===== src/s2mm_defines.svh =====
`ifndef S2MM_DEFINES_SVH
`define S2MM_DEFINES_SVH

////////////////////
// Stream side

// Width of one pixel on s_axis_tdata
`define S2MM_PIXEL_W 8

// Image width and height counters
`define S2MM_IMG_BITS 12

////////////////////
// Memory side

// AXI4 write data and address widths
`define S2MM_DATA_W 32
`define S2MM_ADDR_W 32

// Pixels carried by one data beat
`define S2MM_PIX_PER_WORD 4

// Beats per INCR burst
`define S2MM_BURST_LEN 16

////////////////////
// Pixel FIFO

// Depth in pixels, so 64 words
`define S2MM_FIFO_DEPTH 256

// Whole-word count, 0 to 64
`define S2MM_CNT_BITS 7

`endif


===== src/s2mm_pkg.sv =====
`default_nettype none

`include "s2mm_defines.svh"

package s2mm_pkg;

	// Frame writer sequencing
	typedef enum logic [2:0] {
		WR_IDLE,
		WR_SYNC,
		WR_ADDR,
		WR_DATA,
		WR_RESP,
		WR_FLUSH
	} wr_state_e;

	// What the pixel FIFO does in a cycle
	typedef enum logic [2:0] {
		OP_NONE,
		OP_PUSH,
		OP_POP,
		OP_PUSH_POP,
		OP_FLUSH
	} fifo_op_e;

	typedef logic [`S2MM_PIXEL_W-1:0] pixel_t;

	// Same bit order as {tlast, tuser, tdata}
	typedef struct packed {
		logic   eol;
		logic   sof;
		pixel_t pix;
	} tagged_pixel_t;

	typedef tagged_pixel_t [`S2MM_PIX_PER_WORD-1:0] packed_word_t;

	typedef logic [`S2MM_DATA_W-1:0] axi_data_t;
	typedef logic [`S2MM_ADDR_W-1:0] axi_addr_t;

	typedef logic [$clog2(`S2MM_BURST_LEN)-1:0] beat_cnt_t;
	typedef logic [2*`S2MM_IMG_BITS-$clog2(`S2MM_PIX_PER_WORD)-1:0] frame_cnt_t;

endpackage

`default_nettype wire


===== src/s2mm_ifs.sv =====
`default_nettype none

`include "s2mm_defines.svh"

////////////////////
// FIFO read side, first-word-fall-through
interface fifo_rd_if;
	s2mm_pkg::packed_word_t rd_data;
	logic empty;
	logic rd_en;
	logic [`S2MM_CNT_BITS-1:0] rd_data_count;
	logic flush;

	modport fifo (output rd_data, output empty, output rd_data_count,
		input rd_en, input flush);

	modport reader (input rd_data, input empty, input rd_data_count,
		output rd_en, output flush);
endinterface

////////////////////
// AXI4 write channels, no read side
interface axi_wr_if;
	s2mm_pkg::axi_addr_t awaddr;
	logic [7:0] awlen;
	logic [2:0] awsize;
	logic [1:0] awburst;
	logic awlock;
	logic [3:0] awcache;
	logic [2:0] awprot;
	logic [3:0] awqos;
	logic awvalid;
	logic awready;
	s2mm_pkg::axi_data_t wdata;
	logic [`S2MM_DATA_W/8-1:0] wstrb;
	logic wlast;
	logic wvalid;
	logic wready;
	logic bvalid;
	logic bready;

	modport master (output awaddr, output awlen, output awsize, output awburst,
		output awlock, output awcache, output awprot, output awqos, output awvalid,
		input awready, output wdata, output wstrb, output wlast, output wvalid,
		input wready, input bvalid, output bready);
endinterface

`default_nettype wire


===== src/pixel_fifo.sv =====
`default_nettype none

`include "s2mm_defines.svh"

module pixel_fifo
(
	input  logic                    clk,
	input  logic                    rst,
	input  logic                    wr_en,
	input  s2mm_pkg::tagged_pixel_t wr_data,
	output logic                    full,
	fifo_rd_if.fifo                 rd
);
	localparam int PTR_W = $clog2(`S2MM_FIFO_DEPTH);
	localparam int LANES = `S2MM_PIX_PER_WORD;
	localparam int LANE_W = $clog2(`S2MM_PIX_PER_WORD);
	localparam int WPTR_W = PTR_W - LANE_W;

	s2mm_pkg::tagged_pixel_t mem [`S2MM_FIFO_DEPTH];

	logic [PTR_W-1:0]  wr_ptr;
	logic [WPTR_W-1:0] rd_ptr;
	logic [PTR_W:0]    pix_cnt;
	s2mm_pkg::fifo_op_e op;

	// Flush beats any push or pop in the same cycle
	always_comb
	begin
		if (rd.flush)
			op = s2mm_pkg::OP_FLUSH;
		else
		begin
			case ({wr_en, rd.rd_en})
				2'b10: op = s2mm_pkg::OP_PUSH;
				2'b01: op = s2mm_pkg::OP_POP;
				2'b11: op = s2mm_pkg::OP_PUSH_POP;
				default: op = s2mm_pkg::OP_NONE;
			endcase
		end
	end

	always_ff @(posedge clk)
	begin
		if (wr_en && op != s2mm_pkg::OP_FLUSH)
			mem[wr_ptr] <= wr_data;
	end

	always_ff @(posedge clk)
	begin
		if (rst)
		begin
			wr_ptr  <= '0;
			rd_ptr  <= '0;
			pix_cnt <= '0;
		end
		else
		begin
			case (op)
				s2mm_pkg::OP_PUSH:
				begin
					wr_ptr  <= wr_ptr + 1'b1;
					pix_cnt <= pix_cnt + 1'b1;
				end
				s2mm_pkg::OP_POP:
				begin
					rd_ptr  <= rd_ptr + 1'b1;
					pix_cnt <= pix_cnt - (PTR_W+1)'(LANES);
				end
				s2mm_pkg::OP_PUSH_POP:
				begin
					wr_ptr  <= wr_ptr + 1'b1;
					rd_ptr  <= rd_ptr + 1'b1;
					pix_cnt <= pix_cnt - (PTR_W+1)'(LANES - 1);
				end
				s2mm_pkg::OP_FLUSH:
				begin
					wr_ptr  <= '0;
					rd_ptr  <= '0;
					pix_cnt <= '0;
				end
				default: ;
			endcase
		end
	end

	assign full = (pix_cnt == (PTR_W+1)'(`S2MM_FIFO_DEPTH));

	// Only complete words are visible to the reader
	assign rd.rd_data_count = pix_cnt[PTR_W:LANE_W];
	assign rd.empty = (rd.rd_data_count == '0);

	// Oldest pixel of the word sits in the top lane
	always_comb
	begin
		for (int k = 0; k < LANES; k++)
			rd.rd_data[LANES-1-k] = mem[{rd_ptr, LANE_W'(k)}];
	end

	a_no_write_full: assert property (@(posedge clk) disable iff (rst) !(wr_en && full))
		else $error("pixel written while FIFO full");

	a_no_read_empty: assert property (@(posedge clk) disable iff (rst)
		!(rd.rd_en && rd.empty))
		else $error("word popped while FIFO empty");

endmodule

`default_nettype wire


===== src/burst_counter.sv =====
`default_nettype none

`include "s2mm_defines.svh"

module burst_counter
(
	input  logic                 clk,
	input  logic                 rst,
	input  logic                 frame_start,
	input  logic                 beat,
	input  logic                 burst_done,
	input  s2mm_pkg::axi_addr_t  base_addr,
	input  s2mm_pkg::frame_cnt_t frame_words,
	output s2mm_pkg::axi_addr_t  burst_addr,
	output logic                 last_beat,
	output logic                 frame_done
);
	// Bytes covered by one full burst
	localparam int BURST_BYTES = `S2MM_BURST_LEN * (`S2MM_DATA_W / 8);

	s2mm_pkg::beat_cnt_t  beat_cnt;
	s2mm_pkg::frame_cnt_t word_cnt;

	always_ff @(posedge clk)
	begin
		if (rst)
		begin
			beat_cnt <= '0;
			word_cnt <= '0;
		end
		else if (frame_start)
		begin
			beat_cnt <= '0;
			word_cnt <= '0;
		end
		else
		begin
			if (burst_done)
				beat_cnt <= '0;
			else if (beat)
				beat_cnt <= beat_cnt + 1'b1;
			if (beat)
				word_cnt <= word_cnt + 1'b1;
		end
	end

	// Address of the burst being issued
	always_ff @(posedge clk)
	begin
		if (frame_start)
			burst_addr <= base_addr;
		else if (burst_done)
			burst_addr <= burst_addr + s2mm_pkg::axi_addr_t'(BURST_BYTES);
	end

	assign last_beat = (beat_cnt == s2mm_pkg::beat_cnt_t'(`S2MM_BURST_LEN - 1));
	assign frame_done = (word_cnt == frame_words);

	// A burst never runs past 16 beats
	a_no_beat_past_last: assert property (@(posedge clk) disable iff (rst)
		(beat && last_beat) |=> (!beat until burst_done))
		else $error("beat after last_beat before burst_done");

endmodule

`default_nettype wire


===== src/frame_writer_fsm.sv =====
`default_nettype none

`include "s2mm_defines.svh"

module frame_writer_fsm
(
	input  logic                      clk,
	input  logic                      rst,
	input  logic                      soft_rst,
	input  logic                      empty,
	input  logic                      word_sof,
	input  logic [`S2MM_CNT_BITS-1:0] rd_data_count,
	input  logic                      last_beat,
	input  logic                      frame_done,
	input  logic                      awready,
	input  logic                      wready,
	input  logic                      bvalid,
	output logic                      awvalid,
	output logic                      wvalid,
	output logic                      wlast,
	output logic                      bready,
	output logic                      rd_en,
	output logic                      flush,
	output logic                      frame_start,
	output logic                      beat,
	output logic                      burst_done,
	output logic                      resetting,
	output logic                      s2mm_sof
);
	s2mm_pkg::wr_state_e state;
	s2mm_pkg::wr_state_e state_nx;

	logic pending;
	logic sync_look;

	////////////////////
	// Next state

	always_comb
	begin
		state_nx = state;
		case (state)
			s2mm_pkg::WR_IDLE:
				state_nx = s2mm_pkg::WR_SYNC;
			s2mm_pkg::WR_SYNC:
				if (pending)
					state_nx = s2mm_pkg::WR_FLUSH;
				else if (!empty && word_sof)
					state_nx = s2mm_pkg::WR_ADDR;
			s2mm_pkg::WR_ADDR:
				if (awvalid && awready)
					state_nx = s2mm_pkg::WR_DATA;
				else if (!awvalid && pending)
					state_nx = s2mm_pkg::WR_FLUSH;
			s2mm_pkg::WR_DATA:
				if (beat && last_beat)
					state_nx = s2mm_pkg::WR_RESP;
			s2mm_pkg::WR_RESP:
				if (bvalid)
				begin
					if (pending)
						state_nx = s2mm_pkg::WR_FLUSH;
					else if (frame_done)
						state_nx = s2mm_pkg::WR_SYNC;
					else
						state_nx = s2mm_pkg::WR_ADDR;
				end
			s2mm_pkg::WR_FLUSH:
				state_nx = s2mm_pkg::WR_SYNC;
			default:
				state_nx = s2mm_pkg::WR_IDLE;
		endcase
	end

	always_ff @(posedge clk)
	begin
		if (rst)
		begin
			state   <= s2mm_pkg::WR_IDLE;
			pending <= 1'b0;
		end
		else
		begin
			state <= state_nx;
			// Held through the FLUSH cycle, dropped after it
			pending <= soft_rst | (pending & (state != s2mm_pkg::WR_FLUSH));
		end
	end

	assign resetting = pending;

	////////////////////
	// Outputs

	// Head word is inspected while hunting for start of frame
	assign sync_look = (state == s2mm_pkg::WR_SYNC) && !pending && !empty;

	assign s2mm_sof = sync_look && word_sof;
	assign frame_start = s2mm_sof;

	// Enough data for a whole burst before the address goes out
	assign awvalid = (state == s2mm_pkg::WR_ADDR) && (rd_data_count >= `S2MM_BURST_LEN);

	assign wvalid = (state == s2mm_pkg::WR_DATA) && !empty;
	assign wlast = (state == s2mm_pkg::WR_DATA) && last_beat;
	assign beat = wvalid && wready;

	assign bready = (state == s2mm_pkg::WR_RESP);
	assign burst_done = bready && bvalid;

	// Discard stale words, or consume one per data beat
	assign rd_en = (sync_look && !word_sof) || beat;
	assign flush = (state == s2mm_pkg::WR_FLUSH);

	a_aw_held: assert property (@(posedge clk) disable iff (rst)
		(awvalid && !awready) |=> awvalid)
		else $error("awvalid dropped before awready");

endmodule

`default_nettype wire


===== src/s2mm.sv =====
`default_nettype none

`include "s2mm_defines.svh"

module s2mm
(
	input  logic                     clk,
	input  logic                     rst,
	input  logic [`S2MM_IMG_BITS-1:0] img_width,
	input  logic [`S2MM_IMG_BITS-1:0] img_height,
	input  logic                     soft_rst,
	output logic                     resetting,
	input  logic                     s_axis_tvalid,
	input  s2mm_pkg::pixel_t         s_axis_tdata,
	input  logic                     s_axis_tuser,
	input  logic                     s_axis_tlast,
	output logic                     s_axis_tready,
	input  logic                     fifo_full,
	output logic                     fifo_wr_en,
	output s2mm_pkg::tagged_pixel_t  fifo_wr_data,
	output logic                     s2mm_sof,
	input  s2mm_pkg::axi_addr_t      s2mm_addr,
	fifo_rd_if.reader                rd,
	axi_wr_if.master                 axi
);
	localparam int LANES = `S2MM_PIX_PER_WORD;
	localparam int PW = `S2MM_PIXEL_W;

	logic [2*`S2MM_IMG_BITS-1:0] frame_pixels;
	s2mm_pkg::frame_cnt_t frame_words;
	s2mm_pkg::axi_data_t pixel_data;
	logic [LANES-2:0] early_eol;
	logic frame_start;
	logic beat;
	logic burst_done;
	logic last_beat;
	logic frame_done;

	////////////////////
	// Stream into FIFO
	assign s_axis_tready = ~fifo_full;
	assign fifo_wr_en = s_axis_tvalid & s_axis_tready;
	assign fifo_wr_data = '{eol: s_axis_tlast, sof: s_axis_tuser, pix: s_axis_tdata};

	assign frame_pixels = img_width * img_height;
	assign frame_words = frame_pixels[2*`S2MM_IMG_BITS-1:$clog2(LANES)];

	////////////////////
	// FIFO word to AXI beat

	// Lane reversal puts the first pixel in the low byte
	always_comb
	begin
		for (int i = 0; i < LANES; i++)
			pixel_data[i*PW +: PW] = rd.rd_data[LANES-1-i].pix;
	end

	// eol of every pixel but the last in the word
	always_comb
	begin
		for (int i = 0; i < LANES-1; i++)
			early_eol[i] = rd.rd_data[LANES-1-i].eol;
	end

	assign axi.wdata = pixel_data;
	assign axi.wstrb = '1;
	assign axi.awlen = 8'(`S2MM_BURST_LEN - 1);
	assign axi.awsize = 3'($clog2(`S2MM_DATA_W / 8));
	// INCR
	assign axi.awburst = 2'b01;
	assign axi.awlock = 1'b0;
	assign axi.awcache = '0;
	assign axi.awprot = '0;
	assign axi.awqos = '0;

	frame_writer_fsm u_fsm
	(
		.clk(clk),
		.rst(rst),
		.soft_rst(soft_rst),
		.empty(rd.empty),
		.word_sof(rd.rd_data[LANES-1].sof),
		.rd_data_count(rd.rd_data_count),
		.last_beat(last_beat),
		.frame_done(frame_done),
		.awready(axi.awready),
		.wready(axi.wready),
		.bvalid(axi.bvalid),
		.awvalid(axi.awvalid),
		.wvalid(axi.wvalid),
		.wlast(axi.wlast),
		.bready(axi.bready),
		.rd_en(rd.rd_en),
		.flush(rd.flush),
		.frame_start(frame_start),
		.beat(beat),
		.burst_done(burst_done),
		.resetting(resetting),
		.s2mm_sof(s2mm_sof)
	);

	burst_counter u_cnt
	(
		.clk(clk),
		.rst(rst),
		.frame_start(frame_start),
		.beat(beat),
		.burst_done(burst_done),
		.base_addr(s2mm_addr),
		.frame_words(frame_words),
		.burst_addr(axi.awaddr),
		.last_beat(last_beat),
		.frame_done(frame_done)
	);

	// Width is a multiple of 4, so lines end on a word boundary
	a_eol_word_end: assert property (@(posedge clk) disable iff (rst)
		!rd.empty |-> (early_eol == '0))
		else $error("line end inside a FIFO word");

endmodule

`default_nettype wire


===== src/s2mm_top.sv =====
`default_nettype none

`include "s2mm_defines.svh"

module s2mm_top
(
	input  logic                       clk,
	input  logic                       rst,
	input  logic [`S2MM_IMG_BITS-1:0]  img_width,
	input  logic [`S2MM_IMG_BITS-1:0]  img_height,
	input  logic                       soft_rst,
	output logic                       resetting,
	input  logic                       s_axis_tvalid,
	input  logic [`S2MM_PIXEL_W-1:0]   s_axis_tdata,
	input  logic                       s_axis_tuser,
	input  logic                       s_axis_tlast,
	output logic                       s_axis_tready,
	output logic                       s2mm_sof,
	input  logic [`S2MM_ADDR_W-1:0]    s2mm_addr,
	output logic [`S2MM_ADDR_W-1:0]    m_axi_awaddr,
	output logic [7:0]                 m_axi_awlen,
	output logic [2:0]                 m_axi_awsize,
	output logic [1:0]                 m_axi_awburst,
	output logic                       m_axi_awlock,
	output logic [3:0]                 m_axi_awcache,
	output logic [2:0]                 m_axi_awprot,
	output logic [3:0]                 m_axi_awqos,
	output logic                       m_axi_awvalid,
	input  logic                       m_axi_awready,
	output logic [`S2MM_DATA_W-1:0]    m_axi_wdata,
	output logic [`S2MM_DATA_W/8-1:0]  m_axi_wstrb,
	output logic                       m_axi_wlast,
	output logic                       m_axi_wvalid,
	input  logic                       m_axi_wready,
	input  logic                       m_axi_bvalid,
	output logic                       m_axi_bready
);
	fifo_rd_if rd_bus ();
	axi_wr_if  axi_bus ();

	logic fifo_full;
	logic fifo_wr_en;
	s2mm_pkg::tagged_pixel_t fifo_wr_data;

	pixel_fifo u_fifo
	(
		.clk(clk),
		.rst(rst),
		.wr_en(fifo_wr_en),
		.wr_data(fifo_wr_data),
		.full(fifo_full),
		.rd(rd_bus.fifo)
	);

	s2mm u_s2mm
	(
		.clk(clk),
		.rst(rst),
		.img_width(img_width),
		.img_height(img_height),
		.soft_rst(soft_rst),
		.resetting(resetting),
		.s_axis_tvalid(s_axis_tvalid),
		.s_axis_tdata(s_axis_tdata),
		.s_axis_tuser(s_axis_tuser),
		.s_axis_tlast(s_axis_tlast),
		.s_axis_tready(s_axis_tready),
		.fifo_full(fifo_full),
		.fifo_wr_en(fifo_wr_en),
		.fifo_wr_data(fifo_wr_data),
		.s2mm_sof(s2mm_sof),
		.s2mm_addr(s2mm_addr),
		.rd(rd_bus.reader),
		.axi(axi_bus.master)
	);

	////////////////////
	// AXI bus out to pins
	assign m_axi_awaddr  = axi_bus.awaddr;
	assign m_axi_awlen   = axi_bus.awlen;
	assign m_axi_awsize  = axi_bus.awsize;
	assign m_axi_awburst = axi_bus.awburst;
	assign m_axi_awlock  = axi_bus.awlock;
	assign m_axi_awcache = axi_bus.awcache;
	assign m_axi_awprot  = axi_bus.awprot;
	assign m_axi_awqos   = axi_bus.awqos;
	assign m_axi_awvalid = axi_bus.awvalid;
	assign m_axi_wdata   = axi_bus.wdata;
	assign m_axi_wstrb   = axi_bus.wstrb;
	assign m_axi_wlast   = axi_bus.wlast;
	assign m_axi_wvalid  = axi_bus.wvalid;
	assign m_axi_bready  = axi_bus.bready;

	assign axi_bus.awready = m_axi_awready;
	assign axi_bus.wready  = m_axi_wready;
	assign axi_bus.bvalid  = m_axi_bvalid;

endmodule

`default_nettype wire


===== config.mk =====
export PLATFORM = sky130hd
export DESIGN_NAME = s2mm_top
export DESIGN_NICKNAME = d
export VERILOG_FILES = /design/src/s2mm_pkg.sv /design/src/s2mm_ifs.sv /design/src/pixel_fifo.sv /design/src/burst_counter.sv /design/src/frame_writer_fsm.sv /design/src/s2mm.sv /design/src/s2mm_top.sv
export VERILOG_INCLUDE_DIRS = /design/src
export SDC_FILE = /design/constraint.sdc
export NUM_CORES = 2
export LEC_CHECK = 0
export BUFFER_PORTS_ARGS = -buffer_cell sky130_fd_sc_hd__buf_2
export CAP_MARGIN = 20
export CORE_UTILIZATION = 66
export DETAILED_ROUTE_END_ITERATION = 7
export PLACE_DENSITY = 0.79
export SYNTH_ARGS = -nofsm -noshare
export SYNTH_HDL_FRONTEND = slang
export SYNTH_SLANG_ARGS = --single-unit

===== constraint.sdc =====
create_clock -name clk -period 9.6 [get_ports clk]
set_input_delay 1.92 -clock clk [delete_from_list [all_inputs] [get_ports clk]]
set_output_delay 1.92 -clock clk [all_outputs]
set_load 0.005 [all_outputs]

==> results.json <==
{
  "start_util": 0.664,
  "synth_area_mm2": 0.0912,
  "synth_top_area_frac": 0.706,
  "finalCritPeriodShare": 0.728,
  "finClkSkew_ps": 84.0,
  "dpl.hpwl_mm": 118,
  "avgViaCountPerCell": 7.06,
  "rsz0062_at_grt": "false",
  "crit_buf_inv": 3,
  "clk_pin_slew_ps": 60,
  "portBuffers": 142,
  "setup_viol": 0,
  "synth_top_cell_by_area": "edfxtp_1",
  "clk_latency_ps": 880,
  "detail-route-antenna-nets": 0,
  "grt_pass1_wl_mm": 325,
  "root_buffer": "clkbuf_16",
  "syn_to_final_growth_pct": 10.4,
  "fp.dieW_um": 374,
  "yosysUniqueCellTypes": 72,
  "instances_no_fill": 6634,
  "max-cap-violations": 0,
  "tritoncts": "built",
  "crit_slowest_cell": "or4_1",
  "synth_async_sr_flop_share": 0,
  "synth-main-ff-cell": "edfxtp_1",
  "post-cts-setup-buffers": 0,
  "ios": 173,
  "dieArea_mm2": 0.140,
  "rows": 136,
  "clockBufferDepth": 3,
  "hold_violations": 0,
  "synth_enable_flop_cells": 2144,
  "cp_top_family": "adder cells",
  "first_iter_violations": 6774,
  "slew_headroom": 0.0666,
  "cts-buffers-inserted": 210,
  "synth_area_leaders": "edfxtp_1, mux4_2, fa_1, nor2_1, dfxtp_1",
  "critPathKind": "input pin to flop",
  "gp_congestion": 0.842,
  "startpoint_type": "input pin",
  "p_leak_nw": 31.1,
  "ys_seq_elements": 2203,
  "cpMostUsedCell": "fa_1",
  "ys_seq_area_frac": 0.719,
  "cp_data_required_time_ps": 10290,
  "outcome": "completed",
  "final_layout_size_suffix_gt1_frac": 0.254,
  "dpl.cell_count": 6236,
  "ctsHoldBuffers": 0,
  "syn_inst": 4495,
  "vias": 46900,
  "cts_sinks": 2203,
  "remaining_drc_errors": 0,
  "drt-total-wl_mm": 229,
  "grt_max_degree": 157,
  "p_per_area_mw_per_mm2": 239,
  "overflow": 0,
  "clock.fmax_ghz": 0.143,
  "grt_pass1_vias": 47200,
  "final.min_clock_period_ps": 6980,
  "ctsHtreeMaxLevel": 4,
  "firstDrtPassIters": 6,
  "yosysWarnings": 0,
  "cp-end-kind": "flop",
  "wl_per_cell_um": 34.6,
  "syn_avg_cell_area_um2": 20.3,
  "antenna_found_initial": 9,
  "grtUsageTotal": 0.325,
  "crit_chain": "buf_2 -> and2_1 -> fa_1 -> inv_1 -> fa_1 -> fa_1 -> fa_1 -> fa_1 -> inv_1 -> ha_1 -> nand4_1 -> a211oi_1 -> nor2_1 -> and2_1 -> o41ai_1 -> nand4_1 -> or4_1 -> a21o_1",
  "fp.coreArea_mm2": 0.137,
  "fp.dieH_um": 374,
  "slowest_delay_ps": 610,
  "worst_ir_drop_vdd_uv": 289,
  "hp-class": "flop to flop",
  "worst_pin_slew_ps": 1400,
  "slew_viol_final": 0,
  "power_mw": 24.1,
  "cp.arrival_ps": 7680,
  "setup_tns_ps": 0,
  "postCtsResizedCells": 0,
  "finalNetCount": 4919,
  "path_max_fanout": 12
}
==> Yosys cell counts, types with 6 or more instances <==
| cell type | n |
|---|---|
| dfxtp_1 | 59 |
| inv_1 | 116 |
| and2_1 | 57 |
| fa_1 | 100 |
| nor2_4 | 20 |
| nand3_1 | 37 |
| clkbuf_1 | 161 |
| a21o_1 | 10 |
| or3_1 | 6 |
| mux2i_1 | 18 |
| nand4_1 | 20 |
| nor3_1 | 21 |
| nor4_1 | 9 |
| and3_1 | 19 |
| a2111oi_0 | 6 |
| nand2_1 | 194 |
| o21ai_0 | 53 |
| xnor2_1 | 51 |
| nor2b_1 | 10 |
| nor2_1 | 328 |
| xor2_1 | 48 |
| ha_1 | 78 |
| nand2b_1 | 8 |
| buf_2 | 69 |
| edfxtp_1 | 2144 |
| mux4_2 | 676 |
| a21oi_1 | 36 |
| mux2_2 | 13 |
| o22ai_1 | 7 |
| buf_4 | 29 |
==> where the power goes <==
part	internal, mW	total (mW)	switching (mW)
registers	10.7	10.8	0.135
clock network	4.63	8.35	3.72
logic	2.24	4.93	2.69
==> worst min-delay path, delay by kind of cell (launching register included) <==
family / cells / cell delay [ps]
flip-flops: 1 / 330
AND/OR/NAND/NOR: 1 / 70
AO/OA/AOI/OAI: 1 / 70
==> cells in the final DEF (no fill, tap or decap), types with 21 or more instances in the layout <==
cell / netlist / final
xor2_1: 48 / 48
clkbuf_16: 0 / 216
ha_1: 78 / 78
dfxtp_1: 59 / 53
buf_2: 69 / 134
clkinv_2: 0 / 36
edfxtp_1: 2144 / 2144
and2_1: 57 / 57
clkbuf_1: 161 / 43
nor3_1: 21 / 21
o21ai_0: 53 / 52
conb_1: 2 / 29
nand2_1: 194 / 194
inv_1: 116 / 116
xnor2_1: 51 / 51
a21oi_1: 36 / 36
buf_4: 29 / 37
clkinv_1: 0 / 42
nor2_1: 328 / 328
nand3_1: 37 / 37
mux4_2: 676 / 676
fa_1: 100 / 100
==> flip-flops by register name, indices dropped and copies added, names as in the netlist, named ones only <==
| register | flops |
|---|---|
| u_s2mm.u_cnt.word_cnt | 22 |
| u_fifo.rd_ptr | 6 |
| u_fifo.mem | 2112 |
| u_s2mm.u_cnt.burst_addr | 32 |
| u_fifo.wr_ptr | 8 |
| u_fifo.pix_cnt | 9 |
| u_s2mm.u_cnt.beat_cnt | 4 |
| u_s2mm.u_fsm.resetting | 1 |
| u_s2mm.u_fsm.state | 3 |
==> cell families after synthesis <==
| kind of cell | after synthesis | synth area share |
|---|---|---|
| multiplexers | 708 | 0.171 |
| buffers and inverters | 385 | 0.0186 |
| adder cells (fa/ha/maj) | 178 | 0.0326 |
| XOR/XNOR | 99 | 0.00950 |
| flip-flops | 2203 | 0.719 |
| AND/OR/NAND/NOR | 757 | 0.0386 |
| other | 2 | 0.0000823 |
| AO/OA/AOI/OAI | 163 | 0.0114 |
==> area by class of cell <==
type | instances | area [µm²]
clock inverter | 122 | 1210
multi-input combinational | 1934 | 24100
timing repair buffer | 203 | 1580
antenna | 1 | 2.50
tap | 1794 | 2240
clock buffer | 261 | 5590
fill | 7295 | 36600
sequential | 2203 | 65600
inverter | 116 | 435
==> metrics by stage <==
step                utilization  cell area (µm²)  worst slack [ps]  hold slack (ps)
global placement          0.681            93500              1900              483
finish                    0.733           101000              2620              521
CTS                       0.731           100000              2600              511
floorplan                     -            91300              2480              467
detailed placement        0.682            93600              1830              497
global route              0.733           101000              2270              573
==> metal layers <==
metal	track usage	vias to the layer above	routed length, µm
met1	0.445	24300	80600
met4	0.132	10	9760
li1	-	18400	-
met3	0.0645	563	24100
met2	0.522	3538	115000
met5	0	-	77
==> path summary, 6_finish.rpt <==
kind,start,to,slack (ps),cells past startpoint
worst max-delay path,img_width[10],u_s2mm.u_fsm.state[1],2620,18
worst min-delay path,u_fifo.rd_ptr[2],flop,520,2
worst max register to register,flop,u_fifo.pix_cnt[8],3600,15
worst min register to register,u_fifo.rd_ptr[2],flop,520,2
Note: power is estimated with default switching activity, not from simulation.
